[src/design/iomem_soc_pkg.sv]
package iomem_soc_pkg;

    // ----------------------------------------
    // Bus types
    // ----------------------------------------

    // Byte address on the iomem bus
    typedef logic [31:0] addr_t;

    // One bus data word
    typedef logic [31:0] data_t;

    // Byte write strobes, all zero for a read
    typedef logic [3:0] strb_t;

    // ----------------------------------------
    // Address map
    // ----------------------------------------

    localparam addr_t RAM_BASE = 32'h0000_0000;

    // GPIO register block
    localparam addr_t GPIO_DIR_ADDR    = 32'h1000_0000;
    localparam addr_t GPIO_INPUT_ADDR  = 32'h1000_0004;
    localparam addr_t GPIO_OUTPUT_ADDR = 32'h1000_0008;

    // Framebuffer word of the LED matrix
    localparam addr_t LED_FB_ADDR = 32'h1000_0010;

    // One matrix column per framebuffer byte
    localparam int LED_COLS = 4;

endpackage

[src/design/iomem_decode.sv]
`timescale 1ns/1ns

module iomem_decode
    import iomem_soc_pkg::*;
#(
    parameter int ram_words = 256
) (
    input  logic  iomem_valid,
    input  addr_t iomem_addr,

    // Replies from the peripherals
    input  logic  ram_ready,
    input  logic  gpio_ready,
    input  logic  led_ready,
    input  data_t ram_rdata,
    input  data_t gpio_rdata,
    input  data_t led_rdata,

    // Gated requests
    output logic  ram_sel,
    output logic  gpio_sel,
    output logic  led_sel,

    // Merged reply to the master
    output logic  iomem_ready,
    output data_t iomem_rdata
);

    // Size of the RAM window in bytes
    localparam addr_t ram_bytes = addr_t'(4 * ram_words);

    addr_t ram_offset;
    logic  ram_hit;
    logic  gpio_hit;
    logic  led_hit;
    logic  any_ready;

    // ----------------------------------------
    // Address map
    // ----------------------------------------

    // Offset compare covers both window bounds at once
    assign ram_offset = iomem_addr - RAM_BASE;
    assign ram_hit    = ram_offset < ram_bytes;

    assign gpio_hit = (iomem_addr == GPIO_DIR_ADDR)   ||
                      (iomem_addr == GPIO_INPUT_ADDR) ||
                      (iomem_addr == GPIO_OUTPUT_ADDR);

    assign led_hit = iomem_addr == LED_FB_ADDR;

    // ----------------------------------------
    // Request gating
    // ----------------------------------------

    // No new select during the ready pulse, so one request gives one ready
    assign any_ready = ram_ready | gpio_ready | led_ready;

    assign ram_sel  = iomem_valid && !any_ready && ram_hit;
    assign gpio_sel = iomem_valid && !any_ready && gpio_hit;
    assign led_sel  = iomem_valid && !any_ready && led_hit;

    // ----------------------------------------
    // Reply merge
    // ----------------------------------------

    assign iomem_ready = any_ready;

    always_comb begin
        if (ram_ready) begin
            iomem_rdata = ram_rdata;
        end else if (gpio_ready) begin
            iomem_rdata = gpio_rdata;
        end else if (led_ready) begin
            iomem_rdata = led_rdata;
        end else begin
            iomem_rdata = '0;
        end
    end

endmodule

[config.mk]
export PLATFORM = sky130hd
export DESIGN_NAME = iomem_decode
export DESIGN_NICKNAME = d
export VERILOG_FILES = /design/src/design/iomem_soc_pkg.sv /design/src/design/iomem_decode.sv
export SDC_FILE = /design/constraint.sdc
export NUM_CORES = 1
export LEC_CHECK = 0
export BUFFER_PORTS_ARGS = -buffer_cell sky130_fd_sc_hd__clkbuf_2
export CORE_MARGIN = 4
export CORE_UTILIZATION = 22
export DETAILED_ROUTE_END_ITERATION = 8
export PLACE_DENSITY_LB_ADDON = 0.2
export SLEW_MARGIN = 20
export SYNTH_ARGS = -nofsm -noshare
export SYNTH_HDL_FRONTEND = slang
export SYNTH_SLANG_ARGS = --single-unit
[constraint.sdc]
create_clock -name vclk -period 1.56
set_clock_uncertainty 0.15 [all_clocks]
set_input_delay 0.39 -clock vclk [all_inputs]
set_output_delay 0.39 -clock vclk [all_outputs]
set_load 0.01 [all_outputs]
## Yosys cells after proc, flatten, opt, wreduce, memory -nomap -nowiden

Index checks and enable logic that the tools add are counted.

- Bits of input ports: 132
- Word-level logic and storage cells: 17
- Flip-flop bits (word level): 0
- Output and inout port bits: 36

- Equality and inequality tests: 4
- Reduce and logical (&&, ||, !) cells: 7
- Muxes and demuxes: 3
- $lt $le $gt $ge: 1
- Bitwise gates (word level): 2

Operator list:

| kind | number |
|---|---|
| 32-bit by 29-bit equality test with 1-bit output, second input constant | 4 |
| 32-bit 2-to-1 mux | 3 |
| 32-bit by 11-bit less-than comparator with 1-bit output, second input constant | 1 |
| 1-bit logical AND | 4 |
| 1-bit logical OR | 2 |
| 1-bit bitwise OR | 2 |
| 1-bit logical NOT | 1 |

## Depth between registers and ports, before layout

Gate-level depths: netlist of the first run.

- Word-level depth: 5
- Mapped depth: 5
- Mapped depth without buffers: 3

## Worst setup path before layout of the first run

Ideal clock, no wire load.

- Kind: input -> output
- Start point: input iomem_addr[20]
- End point: output ram_sel
- Setup slack: -0.241 ns
- Arrival time: 1.261 ns
- Stages: 3
- Data required time: 1.020 ns
- Buffers on the path: 0
- Cells stage by stage: nor4_2 nand4_1 nor4_1

- Cells in the longest elaborated chain, start to end: 2

RTL lines:

| element | RTL line | text |
|---|---|---|
| start: declaration | iomem_decode.sv:9 | `input addr_t iomem_addr,` |
| 32-bit by 11-bit less-than comparator with 1-bit output | iomem_decode.sv:44 | `assign ram_hit = ram_offset < ram_bytes;` |
| 1-bit logical AND | iomem_decode.sv:59 | `assign ram_sel = iomem_valid && !any_ready && ram_hit;` |
| end: declaration | iomem_decode.sv:20 | `output logic ram_sel,` |

Every way passes these cells.

## Final worst setup path of the first run

- Start point: input iomem_addr[17]
- End point: output gpio_sel

- Cells in the longest elaborated chain, start to end: 4

RTL lines:

| element | RTL line | text |
|---|---|---|
| 32-bit by 29-bit equality test with 1-bit output, on equally long branches | iomem_decode.sv:46, iomem_decode.sv:47 |  |
| 1-bit logical OR | iomem_decode.sv:46 | `assign gpio_hit = (iomem_addr == GPIO_DIR_ADDR) \|\|` |
| 1-bit logical OR (*) | iomem_decode.sv:47 | `(iomem_addr == GPIO_INPUT_ADDR) \|\|` |
| 1-bit logical AND (*) | iomem_decode.sv:60 | `assign gpio_sel = iomem_valid && !any_ready && gpio_hit;` |
| end: declaration | iomem_decode.sv:21 | `output logic gpio_sel,` |

Every way passes the cells marked *; elsewhere a longest branch is shown, timed or not.

==> results of run 1 <==
metrics by stage:
stage / cells / TNS (ns)
final: 355 / -8.72
after global routing: 355 / -10.73
after CTS: 353 / -9.68
after detailed placement: 342 / -8.89
after global placement: 342 / -8.75
after floorplan: 132 / -1.85
final cells by class:
class,count,area [sq um],share of cell area (%)
well taps,46,57.6,2.44
multi-input cells,117,1010,42.8
repair buffers,191,1290,54.6
inverters,1,3.75,0.159
cell families (layout without fill, tap and decap cells):
group	after synthesis	after routing	synth area share, %
simple gates	52	52	37.4
compound gates	65	65	52.2
buf+inv	15	192	10.4
what timing repair did:
item,4_1_cts,5_1_grt
endpoints found under the hold margin,0,0
pin swaps,22,17
setup buffers,6,4
cloned,5,3
gates resized for setup,20,51
endpoints found under the setup margin,35,35
synth_stat cells (all sizes together):
cell type and count:
nand2 35, nor3 2, a22oi 31, and3b 1
o21ai 32, a21oi 2, nor4 7, clkbuf 6
buf 8, inv 1, nand4 2, nor2 2
nor4b 2, nor2b 1
path summary, 6_finish.rpt:
path	to	depth (start not counted)	from
setup / recovery	gpio_sel	6	iomem_addr[17]
hold / removal	iomem_ready	4	led_ready
power by group:
| group | internal [uW] | switching, uW |
|---|---|---|
| combinational | 377 | 295 |
| clock | 0 | 0 |
| sequential | 0 | 0 |
per-layer routing:
layer  wire, um  up-vias
met5          0        -
met1       1740      721
met2       2660       89
li1           -      867
met3        603        0
met4          0        0
tightest hold or removal path, cell delays in order:
cell and delay [ns]:
buf_8 0.08, nor3_4 0.04, inv_1 0.04, clkbuf_2 0.12
==> run summary, run 1 <==
share of post-route cells with drive strength above 1 - 85.1%
first-pass detailed-route iteration total - 4
crit-path max FO - 2
Die Width - 67.2 um
clkbuf count - 0
CTS hold repair buffers - 0
Detailed Place HPWL - 3790 um
Post-Syn Area - 772 sq um
total power - 672 uW
Ys Warns - 0
register area share after synthesis - 0%
Synth top area share - 30.1%
Routed WL - 5010 um
Critical Path RT - 1.02 ns
Routability Congestion - 0.746
drt wl/cell - 14.1 um
Inserted Diodes - 0
Synth area leaders - a22oi_1 (30%), o21ai_1 (19%), nand2_1 (17%)
Mean Syn Cell Area - 5.85 sq um
met1 Use GR - 21.2%
CP Launch Type - primary input
peak supply drop - 0.157 mV
synthesized net count - 264
unrepaired setup endpoints after global routing - yes
CP top delay family - simple AND/OR/NAND/NOR gates
most common cell after layout, fill and taps aside - clkbuf_2
violated checks - negative setup slack
final design utilization - 70.2%
GRT met3 Usage - 4.66%
CP max stage cell - nor4_2
outcome - complete, but fails checks
Max Cap Violations - 0
DRT antenna net count - 0
post-route minimum period - 2.06 ns
dominant cell type by area after synthesis - a22oi_1
Cell Pwr Density - 285 nW/um^2
sequential cells - 0
dpl cell area - 2010 sq um
Slew headroom - 84.0%
vias in the first global route - 1462
PnR worst setup slack - -0.500 ns
Final Max Slew Viols - 0
Chip Height - 67.2 um
critical path type - primary input to primary output
Total GRT Usage - 18.5%
Yosys cell types - 21
total number of vias - 1677
vias per cell - 4.72
DRT iter0 DRCs - 49
worst-path cell chain - clkbuf_2, nor4_2, nand4_1, buf_4, nor4b_2, buf_2
fillcell total - 302
Hold Slack - 0.910 ns
Tcrit/Tclk final - 132%
Tightest Pin Transition - 0.238 ns
global-route wire length before repair - 6780 um
Rows - 21
Initial Util - 23.0%
Lkg Pwr - 0.00122 uW
I/O pin total - 168
Register Area - 0 sq um
fmax - 485 MHz
pin count of the biggest net entering global routing - 47
HP Class - primary input to primary output
post-route cell area - 2360 sq um
crit end category - primary output
Synth Instances - 132
DRC - 0
commonest cells after routing, fill and taps aside - clkbuf_2 (130), nand2_1 (35), buf_2 (34), a22oi_2 (31), o21ai_2 (30)
total gr overflow - 0
WP data arrival - 1.52 ns
final net count - 443
Core ar. - 3360 sq um
CP peak stage delay - 0.27 ns
Most Crowded Layer GR - met2
grt met2 use - 36.1%
Die Footprint - 4520 sq um
worst path bufs/invs - 3
Port-buffer cells - 168
Fin. Hold Viols - 0
area grow syn2layout - 206%
pre-CTS WS - -0.448 ns
final setup fails - 35
initial antenna violation count - 0
Note: power is estimated with default switching activity, not from simulation.
==> run 2, diff against run 1 <==
- GPL_TIMING_DRIVEN: unset -> 0
==> run 2 against run 1 <==
The run still ends with negative setup slack left; setup slack gained 0.088 ns; global-route usage grew 1.0 points; critical endpoint unchanged; power decreased by 2.8%; utilization decreased by 1.0 points; wire length is 0.30% higher; maximum frequency increased by 4.4%; sequential share of layout area unchanged; first-iteration DRC count is 22% higher; worst hold slack gained 0.0073 ns; die area unchanged; critical path depth is the same.
==> run summary, run 2 (synthesis gave the netlist of run 1 again) <==
outcome - complete, but fails checks
violated checks - negative setup slack
Tightest Pin Transition - 0.348 ns (+0.110 ns)
fmax - 507 MHz (+4.4%)
most common cell after layout, fill and taps aside - clkbuf_2
CP Launch Type - primary input
I/O pin total - 168 (unchanged)
clkbuf count - 0 (unchanged)
Critical Path RT - 1.02 ns (about the same)
CTS hold repair buffers - 0 (unchanged)
Rows - 21 (unchanged)
total number of vias - 1713 (+2.1%)
fillcell total - 269 (-11%)
total gr overflow - 0 (unchanged)
vias in the first global route - 1645 (+13%)
peak supply drop - 0.146 mV (-6.6%)
vias per cell - 4.80 (+1.6%)
worst path bufs/invs - 3 (unchanged)
global-route wire length before repair - 7160 um (+5.7%)
area grow syn2layout - 201%
GRT met3 Usage - 4.33% (-0.33 points)
worst-path cell chain - buf_6, nor4_4, nand4_1, buf_6, nor4b_4, buf_2
Routability Congestion - 0.726 (-2.7%)
final design utilization - 69.1% (-1.0 points)
Detailed Place HPWL - 4050 um (+6.7%)
dpl cell area - 1980 sq um (-1.5%)
PnR worst setup slack - -0.412 ns (+0.0877 ns)
Core ar. - 3360 sq um (unchanged)
WP data arrival - 1.43 ns (-0.09 ns)
CP top delay family - simple AND/OR/NAND/NOR gates
Chip Height - 67.2 um (unchanged)
DRT iter0 DRCs - 60 (+22%)
Lkg Pwr - 0.00121 uW (-0.44%)
Total GRT Usage - 19.6% (+1.0 points)
unrepaired setup endpoints after global routing - yes
Register Area - 0 sq um (unchanged)
Most Crowded Layer GR - met2
Inserted Diodes - 0 (unchanged)
Hold Slack - 0.917 ns (+0.00730 ns)
dpl cells - 344 (+0.58%)
CP max stage cell - nor4_4
pin count of the biggest net entering global routing - 11 (-77%)
met1 Use GR - 22.9% (+1.7 points)
crit-path max FO - 3 (+1)
final setup fails - 35 (unchanged)
Max Cap Violations - 0 (unchanged)
CP peak stage delay - 0.26 ns (about the same)
critical path type - primary input to primary output
first-pass detailed-route iteration total - 4 (unchanged)
Critical Path Stages - 6 (unchanged)
Die Footprint - 4520 sq um (unchanged)
grt met2 use - 37.5% (+1.5 points)
drt wl/cell - 14.1 um (-0.26%)
DRT antenna net count - 0 (unchanged)
initial antenna violation count - 0 (unchanged)
commonest cells after routing, fill and taps aside - clkbuf_2 (134), nand2_1 (34), a22oi_2 (31), buf_2 (31), o21ai_2 (30)
share of post-route cells with drive strength above 1 - 85.9% (+0.74 points)
Tcrit/Tclk final - 126% (-5.6 points)
crit end category - primary output
Worst Setup EP - gpio_sel
Routed WL - 5020 um (+0.30%)
Slew headroom - 76.8% (-7.2 points)
Final Max Slew Viols - 0 (unchanged)
Non-Filler Instances - 357 (+0.56%)
post-route minimum period - 1.97 ns (-0.0877 ns)
sequential cells - 0 (unchanged)
Initial Util - 23.0% (unchanged)
Die Width - 67.2 um (unchanged)
Fin. Hold Viols - 0 (unchanged)
Most common cell on crit path - buf_6
DRC - 0 (unchanged)
Cell Pwr Density - 281 nW/um^2 (-1.3%)
final net count - 445 (+0.45%)
Worst setup startpoint - iomem_addr[22]
post-route cell area - 2320 sq um (-1.5%)
Port-buffer cells - 166 (-1.2%)
HP Class - primary input to primary output
-- run 2: changes by cell type in the layout (fill, tap and decap cells not counted), moves of 2 or more --
| cell | change |
|---|---|
| buf_16 | -3 |
| clkbuf_16 | -3 |
| buf_12 | +3 |
| buf_8 | -2 |
| buf_6 | +4 |
| clkbuf_4 | +2 |
| clkbuf_2 | +4 |
| nor4_4 | +4 |
| buf_2 | -3 |
| nor4_2 | -3 |
-- run 2: worst min-delay path by stage --
stage               cells past startpoint  slack [ns]         endpoint           start
floorplan                               1        0.66          ram_sel  iomem_addr[28]
CTS                                     3        0.89          ram_sel  iomem_addr[28]
global route                            4        0.93  iomem_rdata[20]   ram_rdata[20]
detailed placement                      3        0.89          ram_sel  iomem_addr[28]
finish                                  4        0.92  iomem_rdata[20]   ram_rdata[20]
global placement                        3        0.89          ram_sel  iomem_addr[28]
-- run 2: per-layer routing --
metal / share of wire [%] / up-vias
li1: - / 869
met1: 36 / 751
met2: 53 / 91
met3: 10 / 2
met4: 0.30 / 0
met5: 0 / -
-- run 2: layout make-up --
cell class                 instances  area (sq um)  share of cell area (%)
timing repair buffer             180          1060                    45.8
multi-input combinational        117          1060                    45.7
buffer                            13           136                    5.87
tap                               46          57.6                    2.48
inverter                           1          3.75                   0.161
-- run 2: stage by stage --
step / setup WS (ns) / TNS (ns) / total power (uW)
floorplan: -0.188 / -1.85 / 285
detailed placement: -0.445 / -9.52 / 568
finish: -0.412 / -7.72 / 653
global route: -0.493 / -9.21 / 705
global placement: -0.436 / -9.69 / 560
CTS: -0.377 / -10.88 / 649
-- run 2: power by group --
group	leakage, uW	total, uW	switching, uW	internal, uW
Clock	0	0	0	0
Combinational	0.00121	653	299	354
Sequential	0	0	0	0
Total	0.00121	653	299	354
-- run 2: what timing repair did --
action / CTS / global route
buffers inserted: 9 / 6
pin swaps: 23 / 34
gates cloned: 3 / 1
setup endpoints to repair: 35 / 35
gates resized for setup: 23 / 63
