$ cat src/design/iomem_soc_pkg.sv
package iomem_soc_pkg;

    // ----------------------------------------
    // Bus types
    // ----------------------------------------

    // Byte address on the iomem bus
    typedef logic [31:0] addr_t;

    // One bus data word
    typedef logic [31:0] data_t;

    // Byte write strobes, all zero for a read
    typedef logic [3:0] strb_t;

    // ----------------------------------------
    // Address map
    // ----------------------------------------

    localparam addr_t RAM_BASE = 32'h0000_0000;

    // GPIO register block
    localparam addr_t GPIO_DIR_ADDR    = 32'h1000_0000;
    localparam addr_t GPIO_INPUT_ADDR  = 32'h1000_0004;
    localparam addr_t GPIO_OUTPUT_ADDR = 32'h1000_0008;

    // Framebuffer word of the LED matrix
    localparam addr_t LED_FB_ADDR = 32'h1000_0010;

    // One matrix column per framebuffer byte
    localparam int LED_COLS = 4;

endpackage

$ cat src/design/led_matrix_fb.sv
`timescale 1ns/1ns

module led_matrix_fb
    import iomem_soc_pkg::*;
#(
    parameter int scan_div = 16
) (
    input  logic                clk,
    input  logic                rst_n,
    input  logic                sel,
    input  strb_t               wstrb,
    input  data_t               wdata,
    output logic                ready,
    output data_t               rdata,
    output logic [7:0]          leds,
    output logic [LED_COLS-1:0] lcol
);

    localparam int col_w = $clog2(LED_COLS);
    localparam int div_w = (scan_div > 1) ? $clog2(scan_div) : 1;

    data_t            fb_q;
    logic [div_w-1:0] div_cnt;
    logic [col_w-1:0] col_idx;
    logic             col_step;

    // ----------------------------------------
    // Bus side
    // ----------------------------------------

    // Any strobe loads the whole word
    always_ff @(posedge clk) begin
        if (!rst_n) begin
            fb_q  <= '0;
            ready <= 1'b0;
        end else begin
            ready <= sel;
            if (sel && |wstrb) begin
                fb_q <= wdata;
            end
        end
    end

    assign rdata = fb_q;

    // ----------------------------------------
    // Column scan
    // ----------------------------------------

    // Terminal count of the divider
    assign col_step = div_cnt == div_w'(scan_div - 1);

    always_ff @(posedge clk) begin
        if (!rst_n) begin
            div_cnt <= '0;
            col_idx <= '0;
        end else if (col_step) begin
            div_cnt <= '0;
            col_idx <= (col_idx == col_w'(LED_COLS - 1)) ? '0 : col_idx + 1'b1;
        end else begin
            div_cnt <= div_cnt + 1'b1;
        end
    end

    // Active column pulled low
    assign lcol = ~(LED_COLS'(1) << col_idx);

    // Column 0 shows the top byte, LEDs light on a low level
    always_comb begin
        leds = ~fb_q[8*(LED_COLS - 1 - int'(col_idx)) +: 8];
    end

endmodule

$ cat config.mk
export PLATFORM = sky130hd
export DESIGN_NAME = led_matrix_fb
export DESIGN_NICKNAME = d
export VERILOG_FILES = /design/src/design/iomem_soc_pkg.sv /design/src/design/led_matrix_fb.sv
export SDC_FILE = /design/constraint.sdc
export NUM_CORES = 1
export LEC_CHECK = 0
export BUFFER_PORTS_ARGS = -buffer_cell sky130_fd_sc_hd__buf_4
export CAP_MARGIN = 10
export CORE_MARGIN = 3
export CORE_UTILIZATION = 40
export DETAILED_ROUTE_END_ITERATION = 10
export GPL_ROUTABILITY_DRIVEN = 0
export HOLD_SLACK_MARGIN = 0.05
export PLACE_DENSITY = 0.71
export SYNTH_ARGS = -nofsm -noshare
export SYNTH_HDL_FRONTEND = slang
export SYNTH_SLANG_ARGS = --single-unit
$ cat constraint.sdc
create_clock -name clk -period 1.4 [get_ports clk]
set_clock_uncertainty 0.15 [all_clocks]
set_input_delay 0.14 -clock clk [delete_from_list [all_inputs] [get_ports clk]]
set_output_delay 0.14 -clock clk [all_outputs]
set_load 0.01 [all_outputs]
After elaboration in Yosys (flattened, before gate mapping)
Cells that the tools add are included.
- $add $sub $neg: 3
- $mul: 0
- div/mod/pow operators: 0
- magnitude comparators: 0
- eq/ne operators: 2
- shift-type cells: 2
- mux-type cells: 1
- bitwise operators: 3
- reduce and logical (&&, ||, !) cells: 3
- operators by type and width (cell ; count):
    $shiftx 32x6->8 ; 1
    $not 8->8 ; 1
    $add 4x1->4 const B ; 1
    $eq 4x4->1 const B ; 1
    $not 4->4 ; 1
    $reduce_or 4->1 ; 1
    $shl 1x2->4 const A ; 1
    $sub 2x2->3 const A ; 1
    $add 2x1->2 const B ; 1
    $eq 2x2->1 const B ; 1
    $mux 2 ; 1
    $reduce_or 2->1 ; 1
    $logic_and 1x1->1 ; 1
    $not 1->1 ; 1
- flip-flop bits (word level): 39
- bits in latches: 0
- RAM bits: 0
- bits in read-only memories: 0
- input bits: 39
- output and inout port bits: 45
- logic and storage cells: 18
- memories: 0

Logic depth before layout (Yosys ltp)
Gate-level depths: netlist of the first run.
- depth after elaboration: 3
- gate-level depth with buffers: 5
- mapped depth without buffers: 4

Worst setup path before layout of the first run
Ideal clock, no wire load.
- path type: register to output
- from: reg col_idx[0]
- to: out leds[1]
- arrival: 1241 ps
- data required time: 1110 ps
- path slack: -131 ps
- cell stages (with the launch flop): 4
- buffers on the path: 1
- path through: dfxtp_1 buf_2 mux4_2 inv_1
- word-level cells in the longest chain between the ends: 3
- RTL lines (item ; RTL line ; text):
    start, declared ; led_matrix_fb.sv:24 ; logic [col_w-1:0] col_idx;
    start signal, assigned ; led_matrix_fb.sv:59 ; col_idx <= (col_idx == col_w'(LED_COLS - 1)) ? '0 : col_idx + 1'b1;
    $sub 2x2->3 ; led_matrix_fb.sv:70 ; leds = ~fb_q[8*(LED_COLS - 1 - int'(col_idx)) +: 8];
    $shiftx 32x6->8 ; led_matrix_fb.sv:70 ;
    $not 8->8 ; led_matrix_fb.sv:70 ;
    end, declared ; led_matrix_fb.sv:15 ; output logic [7:0] leds,
Every way passes these cells.

Worst setup path after layout of the first run
- from: reg col_idx[0]
- to: out leds[3]
The elaborated chain is that of the path after synthesis.

==> results.ini, run 1 <==
[sta]
fin_ws_ns = -0.333
post-route-period-util_pct = 124
setup_viol = 13
max_freq_ghz = 0.577
maxSlewHeadroom_pct = 78.1
tightest_slew_ns = 0.328
hold_viol = 0
drv_slew = 0
final.min_clock_period_ns = 1.73
rsz0062_at_grt = yes

[power]
p_per_area_nw_per_um2 = 805
p_int_mw = 1.81
cellLeakagePower_nw = 1.35
vdd_ir_drop_max_mv = 0.590
p_clk_share_pct = 29.9
combPwrFrac_pct = 20.2
swShare_pct = 26.2
seqPwrFrac_pct = 49.9
power_mw = 2.45
netSwitchingPower_mw = 0.641

[detailed_routing]
viasPerCell = 4.82
first_pass_iters = 4
num_vias = 1784
wl_per_cell_um = 13.4
antenna_left = 0
drt-total-wl_um = 4970
drc = 0
drtIter0Drc = 98

[global_route]
globalRouteTotalUtil_pct = 19.0
grt_overflow = 0
grt_pass1_wl_um = 7760
grt_start_max_net_pins = 65
antenna_found_initial = 0
first_global_vias = 1670

[die]
num_rows = 23
core_area_um2 = 4090
dieArea_um2 = 5160
die_w_um = 71.8
die_h_um = 71.8
ios = 84
initial_core_util_pct = 42.4

[status]
status = finished with violations
violations = negative setup slack

[worst_setup_path]
end_kind = output port
cp.arrival_ns = 1.44
worst-endpoint-required_ns = 1.11
path_max_fanout = 4
cp-start-kind = register
path_class = reg2out

[synthesis]
syn_avg_cell_area_um2 = 8.89
yosys_register_bits = 39
yosysSeqAreaShare_pct = 45.1
netlist_area_um2 = 1730
syn-num-nets = 239
synth_cells = 195
yosysTopAreaCell = dfxtp_1
synth_cell_type_count = 23
ys_top_cells_by_area = dfxtp_1 (45%), mux4_2 (10%), nand3_1 (9.5%), nand2_1 (7.6%), o21ai_0 (6.4%)
synthDominantCellAreaShare_pct = 45.1
ys_warn_count = 0

[finish]
drive_above_1_share_pct = 43.1
design_area_um2 = 3040
nets = 363
fin_util_pct = 74.4
area.growth.synth_to_final_pct = 75.5
antennaDiodeCount = 0

[flow_run]
cap_violations = 0

[cts]
numClockSinks = 39
clk_latency_ns = 0.29
h-tree-depth = 2
cts_tree = yes
cts-buffers-inserted = 5
clk_pin_slew_ns = 0.08
clk_path_buf_depth = 2
clockRootBuffer = clkbuf_8

[place]
io_buffer_count = 83
pre_cts_ws_ns = -0.166
dp_hpwl_um = 3040
placed_cell_area_um2 = 2440

[min_path]
hold_class = in2reg

-- cell type report --
| type | instances | area, µm² |
|---|---|---|
| timing repair buffer | 133 | 1180 |
| clock inverter | 3 | 15.0 |
| fill | 295 | 1050 |
| inverter | 14 | 60.1 |
| tap | 50 | 62.6 |
| multi-input combinational | 126 | 861 |
| sequential | 39 | 788 |
| clock buffer | 5 | 68.8 |
-- worst paths after layout --
path                           startpoint                       to  slack [ns]  cells after the start
setup / recovery  col_idx[0]$_SDFFE_PN0N_                  leds[3]       -0.33                      4
hold / removal                      rst_n    rdata[3]$_SDFFE_PN0P_        0.11                      3
setup reg to reg  col_idx[0]$_SDFFE_PN0N_  col_idx[0]$_SDFFE_PN0N_       -0.16                      6
hold reg to reg     div_cnt[0]$_SDFF_PP0_    div_cnt[0]$_SDFF_PP0_        0.32                      1
-- metal layers --
metal  global-route usage [%]  vias up  wire, µm
met2                     33.0       61      2540
met5                        0        -         0
li1                         -      909         -
met1                     23.9      807      2110
met3                     4.07        7       273
met4                     5.22        0        51
-- synth_stat cells (all sizes together) --
cell / n
a21boi: 1
a21oi: 1
and2: 2
and3: 2
buf: 5
clkbuf: 11
dfxtp: 39
ha: 5
inv: 14
mux2i: 1
mux4: 8
nand2: 35
nand3: 33
nor2: 1
nor2b: 1
o21ai: 32
o221a: 1
o41ai: 1
or3: 1
xor2: 1
-- cell usage in the layout, fill, tap and decap left out, types with 2 or more instances in the layout --
| cell | netlist | final |
|---|---|---|
| mux4_2 | 8 | 8 |
| ha_4 | 0 | 4 |
| inv_2 | 0 | 12 |
| o21ai_1 | 10 | 10 |
| and2_1 | 2 | 2 |
| dlygate4sd3_1 | 0 | 33 |
| clkinv_2 | 0 | 3 |
| nand2_1 | 35 | 35 |
| dfxtp_4 | 0 | 2 |
| o21ai_0 | 22 | 22 |
| buf_12 | 0 | 2 |
| dfxtp_1 | 39 | 37 |
| nand3_1 | 33 | 33 |
| buf_4 | 0 | 78 |
| clkbuf_8 | 0 | 5 |
| buf_6 | 3 | 19 |
| and3_1 | 2 | 2 |
-- sequential cells by signal, summed over array words and instances (netlist names) --
name	cells
rdata	32
col_idx	2
ready	1
div_cnt	4
-- cells by family after synthesis --
| group | after synthesis | share of synthesized area (%) |
|---|---|---|
| and+or+nand+nor | 75 | 19.5 |
| DFF | 39 | 45.1 |
| AOI/OAI and AO/OA | 36 | 12.2 |
| buffers and inverters | 30 | 8.16 |
| muxes | 9 | 11.0 |
| adders and majority gates | 5 | 3.61 |
| xor gates and xnor gates | 1 | 0.506 |
-- repair_timing --
action	CTS	global route
setup buffers	3	3
gates cloned	0	0
hold endpoints to repair	33	0
hold buffers	33	0
pin swaps	0	3
gates resized for setup	27	24
endpoints found under the setup margin	14	13
-- stage by stage --
step | std cells | TNS [ns] | hold WS, ns
global placement | 323 | -1.17 | 0.229
global route | 370 | -3.63 | 0.129
detailed placement | 323 | -1.27 | 0.230
floorplan | 195 | 0 | 0.112
finish | 370 | -3.03 | 0.115
CTS | 367 | -2.86 | 0.111
-- critical path, cell delays in order, from the launching register on --
cell	delay, ns
dfxtp_4	0.37
buf_6	0.13
mux4_2	0.50
inv_2	0.07
buf_6	0.09
-- power groups by stage --
stage	Clock, mW	Sequential [mW]	Combinational [mW]
after CTS	0.744	1.22	0.487
final	0.732	1.22	0.493
after floorplan	0	1.27	0.156
after global placement	0	1.25	0.400
after detailed placement	0	1.25	0.404
after global routing	0.795	1.23	0.539
Power figures use the tool's default switching activity.
==> inputs of run 2 (changes only) <==
--- a/config.mk
+++ b/config.mk
@@ -7,6 +7,7 @@
 export LEC_CHECK = 0
 export BUFFER_PORTS_ARGS = -buffer_cell sky130_fd_sc_hd__buf_4
 export CAP_MARGIN = 10
+export CORE_ASPECT_RATIO = 1.75
 export CORE_MARGIN = 3
 export CORE_UTILIZATION = 40
 export DETAILED_ROUTE_END_ITERATION = 10
==> results.ini, run 2 (synthesis results as in run 1) <==
[status]
status = finished with violations
violations = negative setup slack

[global_route]
grt_start_max_net_pins = 72
antenna_found_initial = 0
grt_overflow = 0
grt_pass1_wl_um = 8090
first_global_vias = 1813
globalRouteTotalUtil_pct = 19.7

[sta]
fin_ws_ns = -0.339
tightest_slew_ns = 0.303
rsz0062_at_grt = yes
hold_viol = 0
final.min_clock_period_ns = 1.74
post-route-period-util_pct = 124
max_freq_ghz = 0.575
maxSlewHeadroom_pct = 79.7
holdWs_ns = 0.195
setup_viol = 14
drv_slew = 0

[worst_setup_path]
r2r_start = col_idx[0]$_SDFFE_PN0N_
worstRegToRegCells = 6
timing.rr.end = col_idx[0]$_SDFFE_PN0N_
ff2ff_setup_slack_ns = -0.16
cp-start-kind = register
path_class = reg2out
cp.arrival_ns = 1.45
path_max_fanout = 4
worst-endpoint-required_ns = 1.11
end_kind = output port

[detailed_routing]
antenna_left = 0
drc = 0
drtIter0Drc = 37
viasPerCell = 4.83
drt-total-wl_um = 5040
wl_per_cell_um = 13.7
first_pass_iters = 4
num_vias = 1774

[finish]
area.growth.synth_to_final_pct = 74.4
final_cell_mix = buf_4 (78), dfxtp_1 (37), nand2_1 (35)
nets = 361
drive_above_1_share_pct = 41.5
n_fill_cell = 306
largest_reg_flops = 32
antennaDiodeCount = 0
final_common_cell = buf_4
fin_cells = 367

[place]
placed_cells_incl_taps = 321
io_buffer_count = 83
dp_hpwl_um = 3220

[die]
num_rows = 31
core_area_um2 = 4150
ios = 84
dieArea_um2 = 5190
initial_core_util_pct = 41.8
die_w_um = 55.8
die_h_um = 93.1

[cts]
clk_path_buf_depth = 2
clockRootBuffer = clkbuf_8
numClockSinks = 39
h-tree-depth = 2
clk_latency_ns = 0.28
clk_pin_slew_ns = 0.07
cts_tree = yes
cts-buffers-inserted = 5

[min_path]
hold_start = rst_n
min_to = div_cnt[0]$_SDFF_PP0_
hold_class = in2reg
hold_depth = 4

[flow_run]
cap_violations = 0

[power]
vdd_ir_drop_max_mv = 0.789
p_per_area_nw_per_um2 = 804
cellLeakagePower_nw = 1.34

[run 2: changes by cell type in the layout (fill, tap and decap cells not counted), sizes merged]
cell / before / now
clkinv: 3 / 1
clkbuf: 5 / 7
buf: 100 / 98
[run 2: area by class of cell]
| cell class | instances | area, µm² | area share (%) |
|---|---|---|---|
| Inverter | 14 | 57.6 | 1.90 |
| Sequential cell | 39 | 786 | 26.0 |
| Clock buffer | 7 | 76.3 | 2.52 |
| Timing Repair Buffer | 131 | 1180 | 38.9 |
| Clock inverter | 1 | 5.00 | 0.166 |
| Multi-Input combinational cell | 126 | 861 | 28.5 |
| Tap cell | 49 | 61.3 | 2.03 |
[run 2: layer usage]
layer | global-route usage (%) | up-vias | share of wire (%)
li1 | - | 909 | -
met1 | 20.9 | 808 | 37
met2 | 36.1 | 45 | 57
met3 | 3.45 | 12 | 2.7
met4 | 10.8 | 0 | 2.8
met5 | 0 | - | 0
[run 2: report_power, final]
group          switching (mW)  internal, mW
sequential             0.0512          1.17
combinational           0.204         0.294
clock                   0.359         0.349
[run 2: worst max path at each step]
stage,startpoint,end,slack [ns]
2_1_floorplan,col_idx[0]$_SDFFE_PN0N_,leds[1],0.02
3_3_place_gp,col_idx[0]$_SDFFE_PN0N_,leds[6],-0.17
3_5_place_dp,col_idx[0]$_SDFFE_PN0N_,leds[6],-0.17
4_1_cts,col_idx[0]$_SDFFE_PN0N_,leds[6],-0.35
5_1_grt,col_idx[0]$_SDFFE_PN0N_,leds[1],-0.41
6_report,col_idx[0]$_SDFFE_PN0N_,leds[3],-0.34
[run 2: critical path: stages, from the launching register on]
cell,delay (ns)
dfxtp_4,0.39
buf_6,0.13
mux4_2,0.50
inv_2,0.06
buf_6,0.09
[run 2: metrics by stage]
step / util [%] / setup slack (ns) / power [mW] / TNS [ns] / cell area, µm²
after detailed placement: 58.5 / -0.168 / 1.66 / -1.51 / 2430
after global routing: 72.8 / -0.414 / 2.55 / -4.57 / 3020
after CTS: 70.9 / -0.346 / 2.46 / -3.58 / 2940
after global placement: 58.5 / -0.168 / 1.65 / -1.36 / 2430
final: 72.8 / -0.339 / 2.43 / -3.66 / 3020
after floorplan: - / 0.0207 / 1.42 / 0 / 1740
[run 2: timing repair]
item	CTS	global route
hold endpoints to repair	33	0
setup buffers	4	1
hold buffers	33	0
pin swaps	0	3
setup endpoints to repair	14	14
resized for setup	21	20
==> inputs of run 3 (changes only) <==
--- a/config.mk
+++ b/config.mk
@@ -10,6 +10,7 @@
 export CORE_ASPECT_RATIO = 1.75
 export CORE_MARGIN = 3
 export CORE_UTILIZATION = 40
+export CTS_BUF_LIST = sky130_fd_sc_hd__clkbuf_8 sky130_fd_sc_hd__clkbuf_16
 export DETAILED_ROUTE_END_ITERATION = 10
 export GPL_ROUTABILITY_DRIVEN = 0
 export HOLD_SLACK_MARGIN = 0.05
==> results.ini, run 3 (synthesis results as in run 1) <==
[finish]
final_cell_mix = buf_4 (78), dfxtp_1 (37), nand2_1 (35)
antennaDiodeCount = 0
area.growth.synth_to_final_pct = 74.4
fin_util_pct = 72.8
final_common_cell = buf_4
largest_reg_flops = 32
nets = 361
fin_cells = 367
drive_above_1_share_pct = 41.5

[detailed_routing]
top_layer = met4
wl_per_cell_um = 13.7
drt-total-wl_um = 5050
num_vias = 1776
first_pass_iters = 4
dr_wl_met2_um = 2870
met3_length_um = 135
viasPerCell = 4.84
antenna_left = 0
drtIter0Drc = 37
wl_met1_um = 1890
drc = 0

[power]
cellLeakagePower_nw = 1.35
power_mw = 2.42
p_per_area_nw_per_um2 = 800
vdd_ir_drop_max_mv = 0.789

[cts]
clk_path_buf_depth = 2
cts-buffers-inserted = 5
h-tree-depth = 2
cts_tree = yes
clockRootBuffer = clkbuf_8
numClockSinks = 39
clk_latency_ns = 0.28
clk_pin_slew_ns = 0.07

[global_route]
globalRouteTotalUtil_pct = 19.7
grt_start_max_net_pins = 72
grt_pass1_wl_um = 8090
grt_overflow = 0
antenna_found_initial = 0
first_global_vias = 1813

[sta]
fin_ws_ns = -0.340
tightest_slew_ns = 0.303
drv_slew = 0
setup_viol = 14
max_freq_ghz = 0.575
maxSlewHeadroom_pct = 79.7
hold_viol = 0
final.min_clock_period_ns = 1.74
holdWs_ns = 0.195
rsz0062_at_grt = yes
post-route-period-util_pct = 124

[worst_setup_path]
path_max_fanout = 4
worstRegToRegCells = 6
cp.arrival_ns = 1.45
cp-start-kind = register
end_kind = output port
worst-endpoint-required_ns = 1.11
path_class = reg2out

[die]
dieArea_um2 = 5190
num_rows = 31
core_area_um2 = 4150
die_h_um = 93.1
die_w_um = 55.8
initial_core_util_pct = 41.8
ios = 84

[status]
violations = negative setup slack
status = finished with violations

[place]
placed_cells_incl_taps = 321
dp_hpwl_um = 3220
io_buffer_count = 83
pre_cts_ws_ns = -0.168

[flow_run]
cap_violations = 0

[min_path]
hold_depth = 4
hold_class = in2reg

run 3: changes by cell type in the layout (fill, tap and decap cells not counted), sizes merged:
cell | before | now
clkbuf | 7 | 5
inv | 14 | 16
run 3: power breakdown:
part	internal, mW	switching (mW)	total, mW
registers	1.17	0.0511	1.22
logic	0.294	0.204	0.498
clock network	0.335	0.360	0.695
run 3: critical path, cell delays in order, from the launching register on:
cell     delay [ns]
dfxtp_4        0.39
buf_6          0.13
mux4_2         0.50
inv_2          0.06
buf_6          0.09
run 3: repair_timing:
action,CTS,global route
setup buffers,4,1
pin swaps,0,3
hold buffers,33,0
endpoints found under the hold margin,33,0
endpoints found under the setup margin,14,14
resized for setup,21,20
run 3: per-layer routing:
metal / GRT usage (%) / up-vias
met1: 20.9 / 811
li1: - / 908
met5: 0 / -
met4: 10.8 / 0
met2: 36.1 / 45
met3: 3.45 / 12
run 3: layout make-up:
type | instances | area (µm²)
sequential | 39 | 786
multi-input combinational | 126 | 861
fill | 306 | 1130
timing repair buffer | 131 | 1180
clock inverter | 3 | 12.5
tap | 49 | 61.3
inverter | 14 | 57.6
clock buffer | 5 | 68.8
run 3: per-stage QoR:
step           cell area (µm²)  TNS, ns
6_report                  3020    -3.66
5_1_grt                   3020    -4.58
4_1_cts                   2940    -3.59
3_5_place_dp              2430    -1.51
3_3_place_gp              2430    -1.36
2_1_floorplan             1740        0
run 3: final timing paths:
path,slack (ns),to,from
worst max-delay path,-0.34,leds[3],col_idx[0]$_SDFFE_PN0N_
worst min-delay path,0.19,div_cnt[0]$_SDFF_PP0_,rst_n
worst max register to register,-0.16,col_idx[0]$_SDFFE_PN0N_,col_idx[0]$_SDFFE_PN0N_
worst min register to register,0.31,div_cnt[0]$_SDFF_PP0_,div_cnt[0]$_SDFF_PP0_
