**config.mk**
```make
export PLATFORM = sky130hd
export DESIGN_NAME = gpio_ctrl
export DESIGN_NICKNAME = d
export VERILOG_FILES = /design/src/design/iomem_soc_pkg.sv /design/src/design/gpio_ctrl.sv
export SDC_FILE = /design/constraint.sdc
export NUM_CORES = 1
export LEC_CHECK = 0
export ABC_AREA = 0
export BUFFER_PORTS_ARGS = -buffer_cell sky130_fd_sc_hd__buf_4
export CORE_MARGIN = 1.5
export CORE_UTILIZATION = 41
export CTS_CLUSTER_DIAMETER = 30
export CTS_CLUSTER_SIZE = 20
export DETAILED_ROUTE_END_ITERATION = 10
export GPL_TIMING_DRIVEN = 0
export PLACE_DENSITY = 0.79
export RECOVER_POWER = 50
export SYNTH_ARGS = -nofsm -noshare
export SYNTH_HDL_FRONTEND = slang
export SYNTH_SLANG_ARGS = --single-unit
```
**constraint.sdc**
```tcl
create_clock -name clk -period 2.4 [get_ports clk]
set_clock_uncertainty 0.05 [all_clocks]
set_input_delay 0.48 -clock clk [delete_from_list [all_inputs] [get_ports clk]]
set_output_delay 0.48 -clock clk [all_outputs]
set_load 0.01 [all_outputs]
```
**src/design/iomem_soc_pkg.sv**
```systemverilog
package iomem_soc_pkg;

    // ----------------------------------------
    // Bus types
    // ----------------------------------------

    // Byte address on the iomem bus
    typedef logic [31:0] addr_t;

    // One bus data word
    typedef logic [31:0] data_t;

    // Byte write strobes, all zero for a read
    typedef logic [3:0] strb_t;

    // ----------------------------------------
    // Address map
    // ----------------------------------------

    localparam addr_t RAM_BASE = 32'h0000_0000;

    // GPIO register block
    localparam addr_t GPIO_DIR_ADDR    = 32'h1000_0000;
    localparam addr_t GPIO_INPUT_ADDR  = 32'h1000_0004;
    localparam addr_t GPIO_OUTPUT_ADDR = 32'h1000_0008;

    // Framebuffer word of the LED matrix
    localparam addr_t LED_FB_ADDR = 32'h1000_0010;

    // One matrix column per framebuffer byte
    localparam int LED_COLS = 4;

endpackage

```
**src/design/gpio_ctrl.sv**
```systemverilog
`timescale 1ns/1ns

module gpio_ctrl
    import iomem_soc_pkg::*;
#(
    parameter int gpio_count = 8
) (
    input  logic                  clk,
    input  logic                  rst_n,
    input  logic                  sel,
    input  strb_t                 wstrb,
    input  addr_t                 addr,
    input  data_t                 wdata,
    input  logic [gpio_count-1:0] gpio_in,
    output logic                  ready,
    output data_t                 rdata,
    output logic [gpio_count-1:0] gpio_out,
    output logic [gpio_count-1:0] gpio_oe
);

    logic [gpio_count-1:0] dir_q;
    logic [gpio_count-1:0] out_q;
    logic [gpio_count-1:0] in_meta;
    logic [gpio_count-1:0] in_sync;
    data_t                 rd_word;

    // ----------------------------------------
    // Registers and input synchronizer
    // ----------------------------------------

    always_ff @(posedge clk) begin
        if (!rst_n) begin
            dir_q   <= '0;
            out_q   <= '0;
            in_meta <= '0;
            in_sync <= '0;
            ready   <= 1'b0;
        end else begin
            in_meta <= gpio_in;
            in_sync <= in_meta;
            ready   <= sel;
            // Input register is read only
            if (sel && |wstrb) begin
                if (addr == GPIO_DIR_ADDR) begin
                    dir_q <= wdata[gpio_count-1:0];
                end else if (addr == GPIO_OUTPUT_ADDR) begin
                    out_q <= wdata[gpio_count-1:0];
                end
            end
        end
    end

    // Read mux, upper bits stay zero
    always_comb begin
        rd_word = '0;
        case (addr)
            GPIO_DIR_ADDR:    rd_word[gpio_count-1:0] = dir_q;
            GPIO_INPUT_ADDR:  rd_word[gpio_count-1:0] = in_sync;
            GPIO_OUTPUT_ADDR: rd_word[gpio_count-1:0] = out_q;
            default:          rd_word = '0;
        endcase
    end

    always_ff @(posedge clk) begin
        if (sel) begin
            rdata <= rd_word;
        end
    end

    assign gpio_oe  = dir_q;
    assign gpio_out = out_q;

endmodule

```
Word level (Yosys, flattened, before mapping)
Cells that the tools add are included.
{ "word_totals": {"latchBits": 0, "inputBits": 79, "out_inout_bits": 49, "romBits": 0, "register_bits": 41, "mem_count": 0, "elab_cells": 15, "mem_bits_rw": 0} }
{ "classes": {"n_div": 0, "n_mul": 0, "muxes": 1, "bitwise_logic": 1, "n_reduce_logical": 4, "eq_ne": 3, "n_shift": 0, "add_sub_neg": 0, "order_cmp": 0} }
{ "op_table": {"columns": ["cell", "n"], "rows": [
  ["$eq 32x29->1 const B", 3],
  ["$pmux 8 s3", 1],
  ["$reduce_or 4->1", 1],
  ["$reduce_and 3->1", 1],
  ["$reduce_and 2->1", 1],
  ["$logic_and 1x1->1", 1],
  ["$not 1->1", 1]
]} }

Logic depth before layout (Yosys ltp)
Gate-level depths: netlist (run 1).
{ "logic_depth": {"ltp_word": 3, "depth_mapped": 6, "mapped_depth_nobuf": 4} }

Least setup slack after synthesis (run 1)
Ideal clock, no wire load.
{ "synth_timing": {"kind": "input-to-reg", "start": "input addr[0]", "end": "register out_q[0] (netlist: gpio_out[0])", "t_arrival_ps": 1804, "n_path_buf": 0, "required_time_ps": 2278, "stages": 4, "setup_time_ps": 72, "setup_slack_ps": 475, "cell_sequence": "nor4_2 > nand4_2 > nor4_4 > mux2i_1"} }
{ "synth_between": {"elab_chain_cells": 3, "word_cells_on_any_way": 4, "cone_classes": "eq/ne: 2; bitwise: 1; reduce/logical: 1"} }
{ "synth_rtl": {"columns": ["element", "line", "text"], "rows": [
  ["start: declaration", "gpio_ctrl.sv:12", "input addr_t addr,"],
  ["$eq 32x29->1", "gpio_ctrl.sv:44", "if (addr == GPIO_DIR_ADDR) begin"],
  ["$not 1->1 (no line)", null, null],
  ["$reduce_and 3->1 (no line) (*)", null, null],
  ["end signal: assignment", "gpio_ctrl.sv:47", "out_q <= wdata[gpio_count-1:0];"],
  ["end: declaration", "gpio_ctrl.sv:22", "logic [gpio_count-1:0] out_q;"]
]} }
Mark *: on every way between the ends. The rest lies on a longest branch, timed or not.
A chain may end at the register's enable or synchronous reset.

Worst setup path after layout (run 1)
{ "layout_timing": {"start": "input addr[0]", "end": "register out_q[2] (netlist: gpio_out[2])"} }
The elaborated chain is that of the path after synthesis.

==> results.py, run 1 <==
metrics = {
    "clock_tree": {
        "cts_max_level": 2,
        "cts_buffer_depth": 2,
        "post_cts_buffers": 0,
        "cts_tree": "built",
        "cts_hold_buf": 0,
        "cts_made_buffers": 5,
        "cts_sinks": 41,
        "cts_resized": 0,
        "clk_latency_ns": 0.29,
        "root_buffer": "clkbuf_8",
        "cts.clk_slew.worst_paths_ns": 0.08,
    },
    "timing": {
        "setup_viol_count_final": 0,
        "max_freq_mhz": 500,
        "final_hold_viol_count": 0,
        "relSlewSlack": 0.526,
        "tns_ns": 0,
        "period_share": 0.834,
        "drv_slew": 0,
        "min_period_ns": 2.00,
        "rsz0062_at_grt": "no",
        "worst_pin_slew_ns": 0.706,
    },
    "floorplan": {
        "dieArea_sq_mm": 0.00507,
        "core_area_sq_mm": 0.00441,
        "ios": 128,
        "initial_utilization": 0.432,
        "num_rows": 24,
        "die_w_microns": 71.2,
        "die_h_microns": 71.2,
    },
    "pwr": {
        "power_density_mw_per_mm2": 557,
        "finalPower_mw": 1.51,
        "power.leakage_nw": 1.22,
        "peakVddDrop_mv": 0.219,
    },
    "outcome": {
        "outcome": "finished clean",
    },
    "critical_path": {
        "cp_max_fo": 10,
        "crit_path_end_kind": "flip-flop",
        "arrival_ns": 2.18,
        "cp.required_ns": 2.58,
        "startpoint_type": "input pin",
        "criticalPathCategory": "input pin to flip-flop",
        "r2r_slack_ns": 1.35,
    },
    "worst_hold_path": {
        "hold_class": "input pin to flip-flop",
    },
    "place": {
        "placed_cells": 331,
        "dp_hpwl_microns": 3220,
        "finalWeightedCongestion": 0.760,
        "numPortBuffers": 77,
    },
    "route": {
        "route.detailed.drc": 0,
        "vias": 1510,
        "first_pass_iters": 4,
        "wl_per_cell_microns": 11.5,
        "wl_microns": 3890,
        "ant_nets": 0,
        "via_per_inst": 4.45,
        "first_iter_violations": 46,
    },
    "logic_synthesis": {
        "synth_cell_types": 23,
        "yosys.area.top_type": "dfxtp_1",
        "synthXorXnorAreaFrac": 0,
        "syn_area_per_cell_sq_um": 10.6,
        "synthAdderAreaFrac": 0,
        "synthSimpleGateAreaFrac": 0.246,
        "ys_warn_count": 0,
        "synth-seq-cells": 41,
        "synth_mux_area_frac": 0.126,
        "synth_seq_area_share": 0.473,
        "netlist_area_sq_mm": 0.00191,
        "synth_compound_area_frac": 0.0295,
        "synth_top_family_by_area": "simple AND/OR/NAND/NOR gates",
        "synth_top_area_frac": 0.347,
        "synthTopCellsByArea": "dfxtp_1, mux2i_1, edfxtp_1",
        "synth_cells": 179,
    },
    "job": {
        "maxCapViolCount": 0,
    },
    "global_route": {
        "grt_max_degree": 14,
        "antenna_found_initial": 0,
        "overflow": 0,
        "grt_pass1_vias": 1441,
        "grt_pass1_wl_microns": 6270,
        "track_usage": 0.157,
    },
    "cells_and_area": {
        "areaGrowthSynthToFinish_pct": 42.3,
        "final_cells": 339,
        "antenna_cells": 0,
        "finalNetCount": 365,
        "drive_above_1_share": 0.387,
    },
}
==> cell type report <==
class / count / area [sq um]
Inverter: 1 / 3.75
Sequential cell: 41 / 901
Fill cell: 390 / 1700
Tap cell: 52 / 65.1
Multi-Input combinational cell: 128 / 856
Timing Repair Buffer: 77 / 526
Clock buffer: 6 / 93.8
Buffer: 32 / 231
Clock inverter: 2 / 35.0
==> state kept, by name, summed over array words and instances, names as in the netlist <==
signal    count
gpio_oe       8
rdata         8
in_sync       8
ready         1
in_meta       8
gpio_out      8
==> layout by cell type (no fill, tap or decap), types with 2 or more instances in the layout <==
cell type	netlist	layout
dlygate4sd1_1	2	2
nor4_2	3	3
edfxtp_1	8	8
clkbuf_8	0	5
nor4_4	4	4
clkbuf_1	2	16
nor3_1	8	8
conb_1	1	24
and2_0	0	3
buf_2	3	3
mux2i_1	24	24
a21oi_1	8	8
and2_1	17	14
buf_4	24	87
dfxtp_1	33	33
nand2_1	24	24
nor2_1	10	10
==> cell families (layout without fill, tap and decap cells) <==
logic type	Yosys count	after routing
AO/OA/AOI/OAI	9	9
buffers and inverters	33	118
multiplexers	24	24
other	1	24
flip-flops	41	41
AND/OR/NAND/NOR	71	71
==> per-stage QoR <==
| stage | area (sq um) | hold WS [ns] | util | setup WS [ns] |
|---|---|---|---|---|
| 2_1_floorplan | 1990 | 0.362 | - | 0.475 |
| 3_3_place_gp | 2640 | 0.365 | 0.597 | 0.115 |
| 3_5_place_dp | 2640 | 0.370 | 0.597 | 0.0861 |
| 4_1_cts | 2760 | 0.335 | 0.626 | 0.387 |
| 5_1_grt | 2710 | 0.336 | 0.614 | 0.304 |
| 6_report | 2710 | 0.341 | 0.614 | 0.398 |
==> synth_stat cells <==
| master | n |
|---|---|
| nor4b_4 | 1 |
| nor2b_1 | 1 |
| nor4_2 | 3 |
| nand4_2 | 1 |
| inv_2 | 1 |
| buf_4 | 24 |
| buf_6 | 1 |
| nor4_4 | 4 |
| mux2i_1 | 24 |
| nor2_1 | 10 |
| dlygate4sd1_1 | 2 |
| buf_2 | 3 |
| nand2_1 | 24 |
| o41ai_2 | 1 |
| nor4b_1 | 1 |
| dfxtp_1 | 33 |
| a21oi_1 | 8 |
| and2_1 | 17 |
| nor3_1 | 8 |
| edfxtp_1 | 8 |
| conb_1 | 1 |
| clkbuf_1 | 2 |
| nand4_4 | 1 |
==> per-layer routing <==
metal,GRT usage,up-vias,part of all wire
li1,-,769,-
met1,0.166,662,0.40
met2,0.281,73,0.48
met3,0.0598,6,0.11
met4,0.0587,0,0.013
met5,0,-,0
==> worst paths after layout <==
| path | start | end | depth (start not counted) |
|---|---|---|---|
| setup / recovery | addr[0] | gpio_out[2] | 5 |
| hold / removal | gpio_in[0] | in_meta[0] | 2 |
| setup reg to reg | gpio_oe[3] | rdata[3] | 4 |
| hold reg to reg | in_meta[1] | in_sync[1] | 1 |
==> worst max-delay path, stage by stage <==
cell     delay (ns)
buf_4          0.11
nor4_2         0.31
nand4_2        0.33
nor4_4         0.69
mux2i_1        0.25
==> report_power, final <==
part	switching, mW	total (mW)	leakage, nW	internal [mW]
sequential	0.00364	0.720	0.355	0.717
combinational	0.0804	0.187	0.799	0.106
clock	0.231	0.602	0.0663	0.371
Note: power is estimated with default switching activity, not from simulation.
==> inputs of run 2 (changes only) <==
Settings changed: CORE_UTILIZATION 41 to 37, PLACE_DENSITY 0.79 to 0.75.
Clock period 2.4 ns to 1.7 ns, I/O delays scaled along.
==> run 2 against run 1 <==
  * Critical path type unchanged
  * Non-clock buffer count increased by 4
  * Sequential share of layout area is 0.63 points lower
  * Die area is 10% higher
  * Total power is 27% higher
  * First-iteration DRC count unchanged
  * Register-to-register slack got worse by 0.68 ns
  * Largest cell class unchanged
  * Core utilization down 4.4 points
  * Hold slack got worse by 0.14 ns
==> results.py, run 2 (synthesized netlist as in run 1, its figures left out) <==
metrics = {
    "pwr": {
        "p_switching_mw": 0.432,
        "seqPwrFrac": 0.531,
        "power_density_mw_per_mm2": 694,
        "power_frac_comb": 0.142,
        "finalPower_mw": 1.92,
        "swShare": 0.225,
        "p_int_mw": 1.49,
        "p_clk_frac": 0.328,
        "peakVddDrop_mv": 0.425,
        "power.leakage_nw": 1.23,
    },
    "floorplan": {
        "core_area_sq_mm": 0.00485,
        "dieArea_sq_mm": 0.00559,
        "initial_utilization": 0.393,
        "die_h_microns": 74.8,
        "ios": 128,
        "die_w_microns": 74.8,
        "num_rows": 25,
    },
    "global_route": {
        "grt_pass1_wl_microns": 5910,
        "overflow": 0,
        "track_usage": 0.144,
        "antenna_found_initial": 0,
        "grt_max_degree": 13,
        "grt_pass1_vias": 1337,
    },
    "clock_tree": {
        "cts_made_buffers": 5,
        "cts_tree": "built",
        "root_buffer": "clkbuf_8",
        "cts.clk_slew.worst_paths_ns": 0.07,
        "cts_buffer_depth": 2,
        "cts_sinks": 41,
        "cts_max_level": 2,
        "clk_latency_ns": 0.29,
    },
    "critical_path": {
        "r2r_slack_ns": 0.67,
        "endpoint": "gpio_oe[0]",
        "slowest_delay_ns": 0.32,
        "cpMostUsedCell": "buf_4",
        "slowest_stage": "nor4_4",
        "arrival_ns": 1.74,
        "r2r_end": "rdata[7]",
        "crit_chain": "buf_4, nor4_4, nand4_4, nor4b_2, buf_4, mux2i_1",
        "crit_path_end_kind": "flip-flop",
        "cp.required_ns": 1.87,
        "reg2regPathDepth": 4,
        "cp_max_fo": 10,
        "rr_startpoint": "gpio_oe[7]",
        "criticalPathCategory": "input pin to flip-flop",
        "startpoint_type": "input pin",
        "crit_start": "addr[13]",
    },
    "place": {
        "finalWeightedCongestion": 0.749,
        "dp_hpwl_microns": 3130,
        "numPortBuffers": 77,
        "pre_cts_ws_ns": -0.519,
    },
    "timing": {
        "min_period_ns": 1.57,
        "setup_slack_ns": 0.131,
        "rsz0062_at_grt": "no",
        "fin_hold_ws_ns": 0.199,
        "period_share": 0.923,
        "final_hold_viol_count": 0,
        "worst_pin_slew_ns": 0.525,
        "max_freq_mhz": 637,
        "relSlewSlack": 0.646,
        "drv_slew": 0,
        "setup_viol_count_final": 0,
    },
    "route": {
        "route.detailed.drc": 0,
        "vias": 1436,
        "wl_microns": 3850,
        "first_iter_violations": 46,
        "ant_nets": 0,
        "first_pass_iters": 4,
        "wl_per_cell_microns": 10.8,
        "via_per_inst": 4.02,
    },
    "worst_hold_path": {
        "hold_depth": 2,
        "hold_class": "input pin to flip-flop",
    },
    "cells_and_area": {
        "drive_above_1_share": 0.397,
        "antenna_cells": 0,
        "final_common_cell": "buf_4",
        "areaGrowthSynthToFinish_pct": 45.0,
        "final_cell_mix": "buf_4, dfxtp_1, mux2i_1, nand2_1, conb_1",
        "nFillCells": 436,
        "finalNetCount": 369,
    },
    "outcome": {
        "outcome": "finished clean",
    },
    "job": {
        "maxCapViolCount": 0,
    },
}
==> run 2: cell count changes in the layout (fill, tap and decap cells not counted), moves of 2 or more <==
cell    before  now
buf_4       87   92
nor4_2       3    0
nor4_4       4    7
and2_0       3    5
and2_1      14   12
==> run 2: worst max-delay path, delay by kind of cell <==
kind          cells  cell delay (ns)
simple gates      3             0.83
buf+inv           2             0.36
mux               1             0.20
==> run 2: power groups by stage <==
| stage | sequential, mW | clock [mW] | combinational, mW |
|---|---|---|---|
| 2_1_floorplan | 1.04 | 0 | 0.132 |
| 3_3_place_gp | 1.04 | 0 | 0.270 |
| 3_5_place_dp | 1.04 | 0 | 0.274 |
| 4_1_cts | 1.02 | 0.649 | 0.276 |
| 5_1_grt | 1.02 | 0.688 | 0.296 |
| 6_report | 1.02 | 0.628 | 0.272 |
==> run 2: through the flow <==
| stage | std cells | setup TNS [ns] | area [sq um] | util |
|---|---|---|---|---|
| CTS | 356 | 0 | 2800 | 0.578 |
| floorplan | 202 | -0.561 | 2020 | - |
| finish | 357 | 0 | 2760 | 0.570 |
| global placement | 346 | -5.68 | 2680 | 0.553 |
| global route | 357 | 0 | 2760 | 0.570 |
| detailed placement | 346 | -6.27 | 2680 | 0.553 |
==> run 2: metal layers <==
metal  share of wire  up-vias  track usage
met1            0.41      602        0.164
li1                -      781            -
met4           0.018        0       0.0667
met3           0.064        7       0.0442
met2            0.51       46        0.246
met5               0        -            0
==> run 2: worst min-delay path by stage <==
stage          startpoint          to  slack, ns
2_1_floorplan  in_meta[0]  in_sync[0]       0.36
3_3_place_gp   in_meta[7]  in_sync[7]       0.37
3_5_place_dp   in_meta[1]  in_sync[1]       0.37
4_1_cts        gpio_in[0]  in_meta[0]       0.19
5_1_grt        gpio_in[1]  in_meta[1]       0.19
6_report       gpio_in[0]  in_meta[0]       0.20
==> run 2: cell type report <==
class,instances,area (sq um),share of cell area
Buffer,32,234,0.0847
Clock buffer,6,82.6,0.0299
Clock inverter,1,6.26,0.00226
Inverter,1,3.75,0.00136
Multi-Input combinational cell,128,897,0.325
Sequential cell,41,901,0.326
Tap cell,67,83.8,0.0303
Timing Repair Buffer,81,556,0.201
==> run 2: what timing repair did <==
item,in CTS,in global routing
setup endpoints to repair,13,12
pin swaps,1,2
buffers inserted,3,1
gates resized for setup,1,1
hold endpoints to repair,0,0
hold buffers,0,0
==> inputs of run 3 (changes only) <==
Settings changed: CORE_UTILIZATION 37 to 41, PLACE_DENSITY 0.75 to 0.79.
Clock period 1.7 ns to 1.78 ns, I/O delays scaled along.
==> run 3 against run 2 <==
  * Setup slack got worse by 0.087 ns
  * Sequential share of layout area increased by 0.089 points
  * Largest power group unchanged
  * Register-to-register slack improved by 0.03 ns
  * Via count grew 4.7%
  * Total power increased by 0.50%
  * Count of clock-buffer cells in the layout up 2
  * Sequential power shrank 5%
  * Die area fell by 9.4%
==> results.py, run 3 (synthesized netlist as in run 1, its figures left out) <==
metrics = {
    "timing": {
        "min_period_ns": 1.74,
        "fin_hold_ws_ns": 0.228,
        "setup_viol_count_final": 0,
        "worst_pin_slew_ns": 0.550,
        "max_freq_mhz": 576,
        "tns_ns": 0,
        "final_hold_viol_count": 0,
        "relSlewSlack": 0.629,
        "drv_slew": 0,
        "period_share": 0.975,
    },
    "critical_path": {
        "crit_path_end_kind": "flip-flop",
        "crit_chain": "buf_4, nor4_4, nand4_4, nor4b_2, buf_4, mux2i_1",
        "startpoint_type": "input pin",
        "cp_max_fo": 10,
        "arrival_ns": 1.90,
        "slowest_stage": "nor4b_2",
        "cpMostUsedCell": "buf_4",
        "criticalPathCategory": "input pin to flip-flop",
        "slowest_delay_ns": 0.38,
        "cp.required_ns": 1.94,
    },
    "global_route": {
        "grt_max_degree": 13,
        "overflow": 0,
        "track_usage": 0.149,
        "antenna_found_initial": 0,
        "grt_pass1_vias": 1298,
        "grt_pass1_wl_microns": 6000,
    },
    "clock_tree": {
        "cts_tree": "built",
        "root_buffer": "clkbuf_8",
        "cts_sinks": 41,
        "cts_max_level": 2,
        "cts_made_buffers": 5,
        "cts.clk_slew.worst_paths_ns": 0.07,
        "cts_buffer_depth": 2,
        "clk_latency_ns": 0.28,
    },
    "pwr": {
        "finalPower_mw": 1.93,
        "peakVddDrop_mv": 0.308,
        "power_density_mw_per_mm2": 699,
        "power.leakage_nw": 1.23,
    },
    "route": {
        "met2WireLength_microns": 1970,
        "first_pass_iters": 4,
        "route.detailed.drc": 0,
        "wl_per_cell_microns": 12.0,
        "ant_nets": 0,
        "first_iter_violations": 42,
        "vias": 1504,
        "wl_met1_microns": 1650,
        "wl_microns": 4080,
        "top_layer_used": "met4",
        "route.met3.wl_microns": 412,
        "via_per_inst": 4.41,
    },
    "cells_and_area": {
        "final_cell_mix": "buf_4, dfxtp_1, mux2i_1, nand2_1, conb_1",
        "drive_above_1_share": 0.394,
        "ff_latch_area_sq_um": 901,
        "multiInputGateArea_sq_um": 897,
        "antenna_cells": 0,
        "finalNetCount": 367,
        "nFillCells": 375,
        "final_common_cell": "buf_4",
        "areaGrowthSynthToFinish_pct": 44.6,
    },
    "floorplan": {
        "core_area_sq_mm": 0.00441,
        "die_w_microns": 71.2,
        "num_rows": 24,
        "dieArea_sq_mm": 0.00507,
        "die_h_microns": 71.2,
        "ios": 128,
        "initial_utilization": 0.432,
    },
    "place": {
        "numPortBuffers": 77,
        "dp_hpwl_microns": 3120,
        "finalWeightedCongestion": 0.793,
    },
    "outcome": {
        "outcome": "finished clean",
    },
    "worst_hold_path": {
        "hold_class": "input pin to flip-flop",
    },
    "job": {
        "maxCapViolCount": 0,
    },
}
-- run 3: worst max-delay path: cells and delay by family --
family | cells | cell delay (ns)
buffers and inverters | 2 | 0.38
muxes | 1 | 0.20
and+or+nand+nor | 3 | 0.96
-- run 3: stage by stage --
step,std cells,setup WS (ns),utilization,cell area [sq um]
4_1_cts,341,0.0390,0.632,2790
6_report,341,0.0439,0.624,2760
3_3_place_gp,331,-0.338,0.603,2660
2_1_floorplan,202,-0.00611,-,2020
5_1_grt,341,-0.0424,0.624,2760
3_5_place_dp,331,-0.399,0.603,2660
-- run 3: power by group --
| group | total [mW] | switching, mW | internal, mW | leakage, nW |
|---|---|---|---|---|
| Combinational | 0.260 | 0.116 | 0.145 | 0.817 |
| Sequential | 0.971 | 0.00465 | 0.967 | 0.355 |
| Clock | 0.696 | 0.296 | 0.400 | 0.0566 |
| Total | 1.93 | 0.416 | 1.51 | 1.23 |
-- run 3: final cells by class --
type / instances / share of cell area
Timing Repair Buffer: 79 / 0.197
Clock buffer: 8 / 0.0404
Multi-Input combinational cell: 128 / 0.325
Buffer: 32 / 0.0849
Inverter: 1 / 0.00136
Sequential cell: 41 / 0.327
Tap cell: 52 / 0.0236
-- run 3: worst paths after layout --
kind / start / slack (ns) / end / depth (start not counted)
max: addr[9] / 0.04 / gpio_oe[3] / 6
min: gpio_in[5] / 0.23 / in_meta[5] / 2
max reg2reg: gpio_oe[3] / 0.70 / rdata[3] / 4
min reg2reg: in_meta[2] / 0.38 / in_sync[2] / 1
-- run 3: timing repair --
item / 4_1_cts / 5_1_grt
pin swaps: 1 / 0
endpoints found under the setup margin: 11 / 8
setup buffers: 2 / 0
hold buffers: 0 / 0
gates cloned: 0 / 0
hold endpoints to repair: 0 / 0
resized for setup: 1 / 2
-- run 3: metal layers --
| layer | up-vias | GRT usage |
|---|---|---|
| met1 | 649 | 0.188 |
| met5 | - | 0 |
| li1 | 772 | - |
| met3 | 7 | 0.0527 |
| met4 | 0 | 0.0482 |
| met2 | 76 | 0.240 |
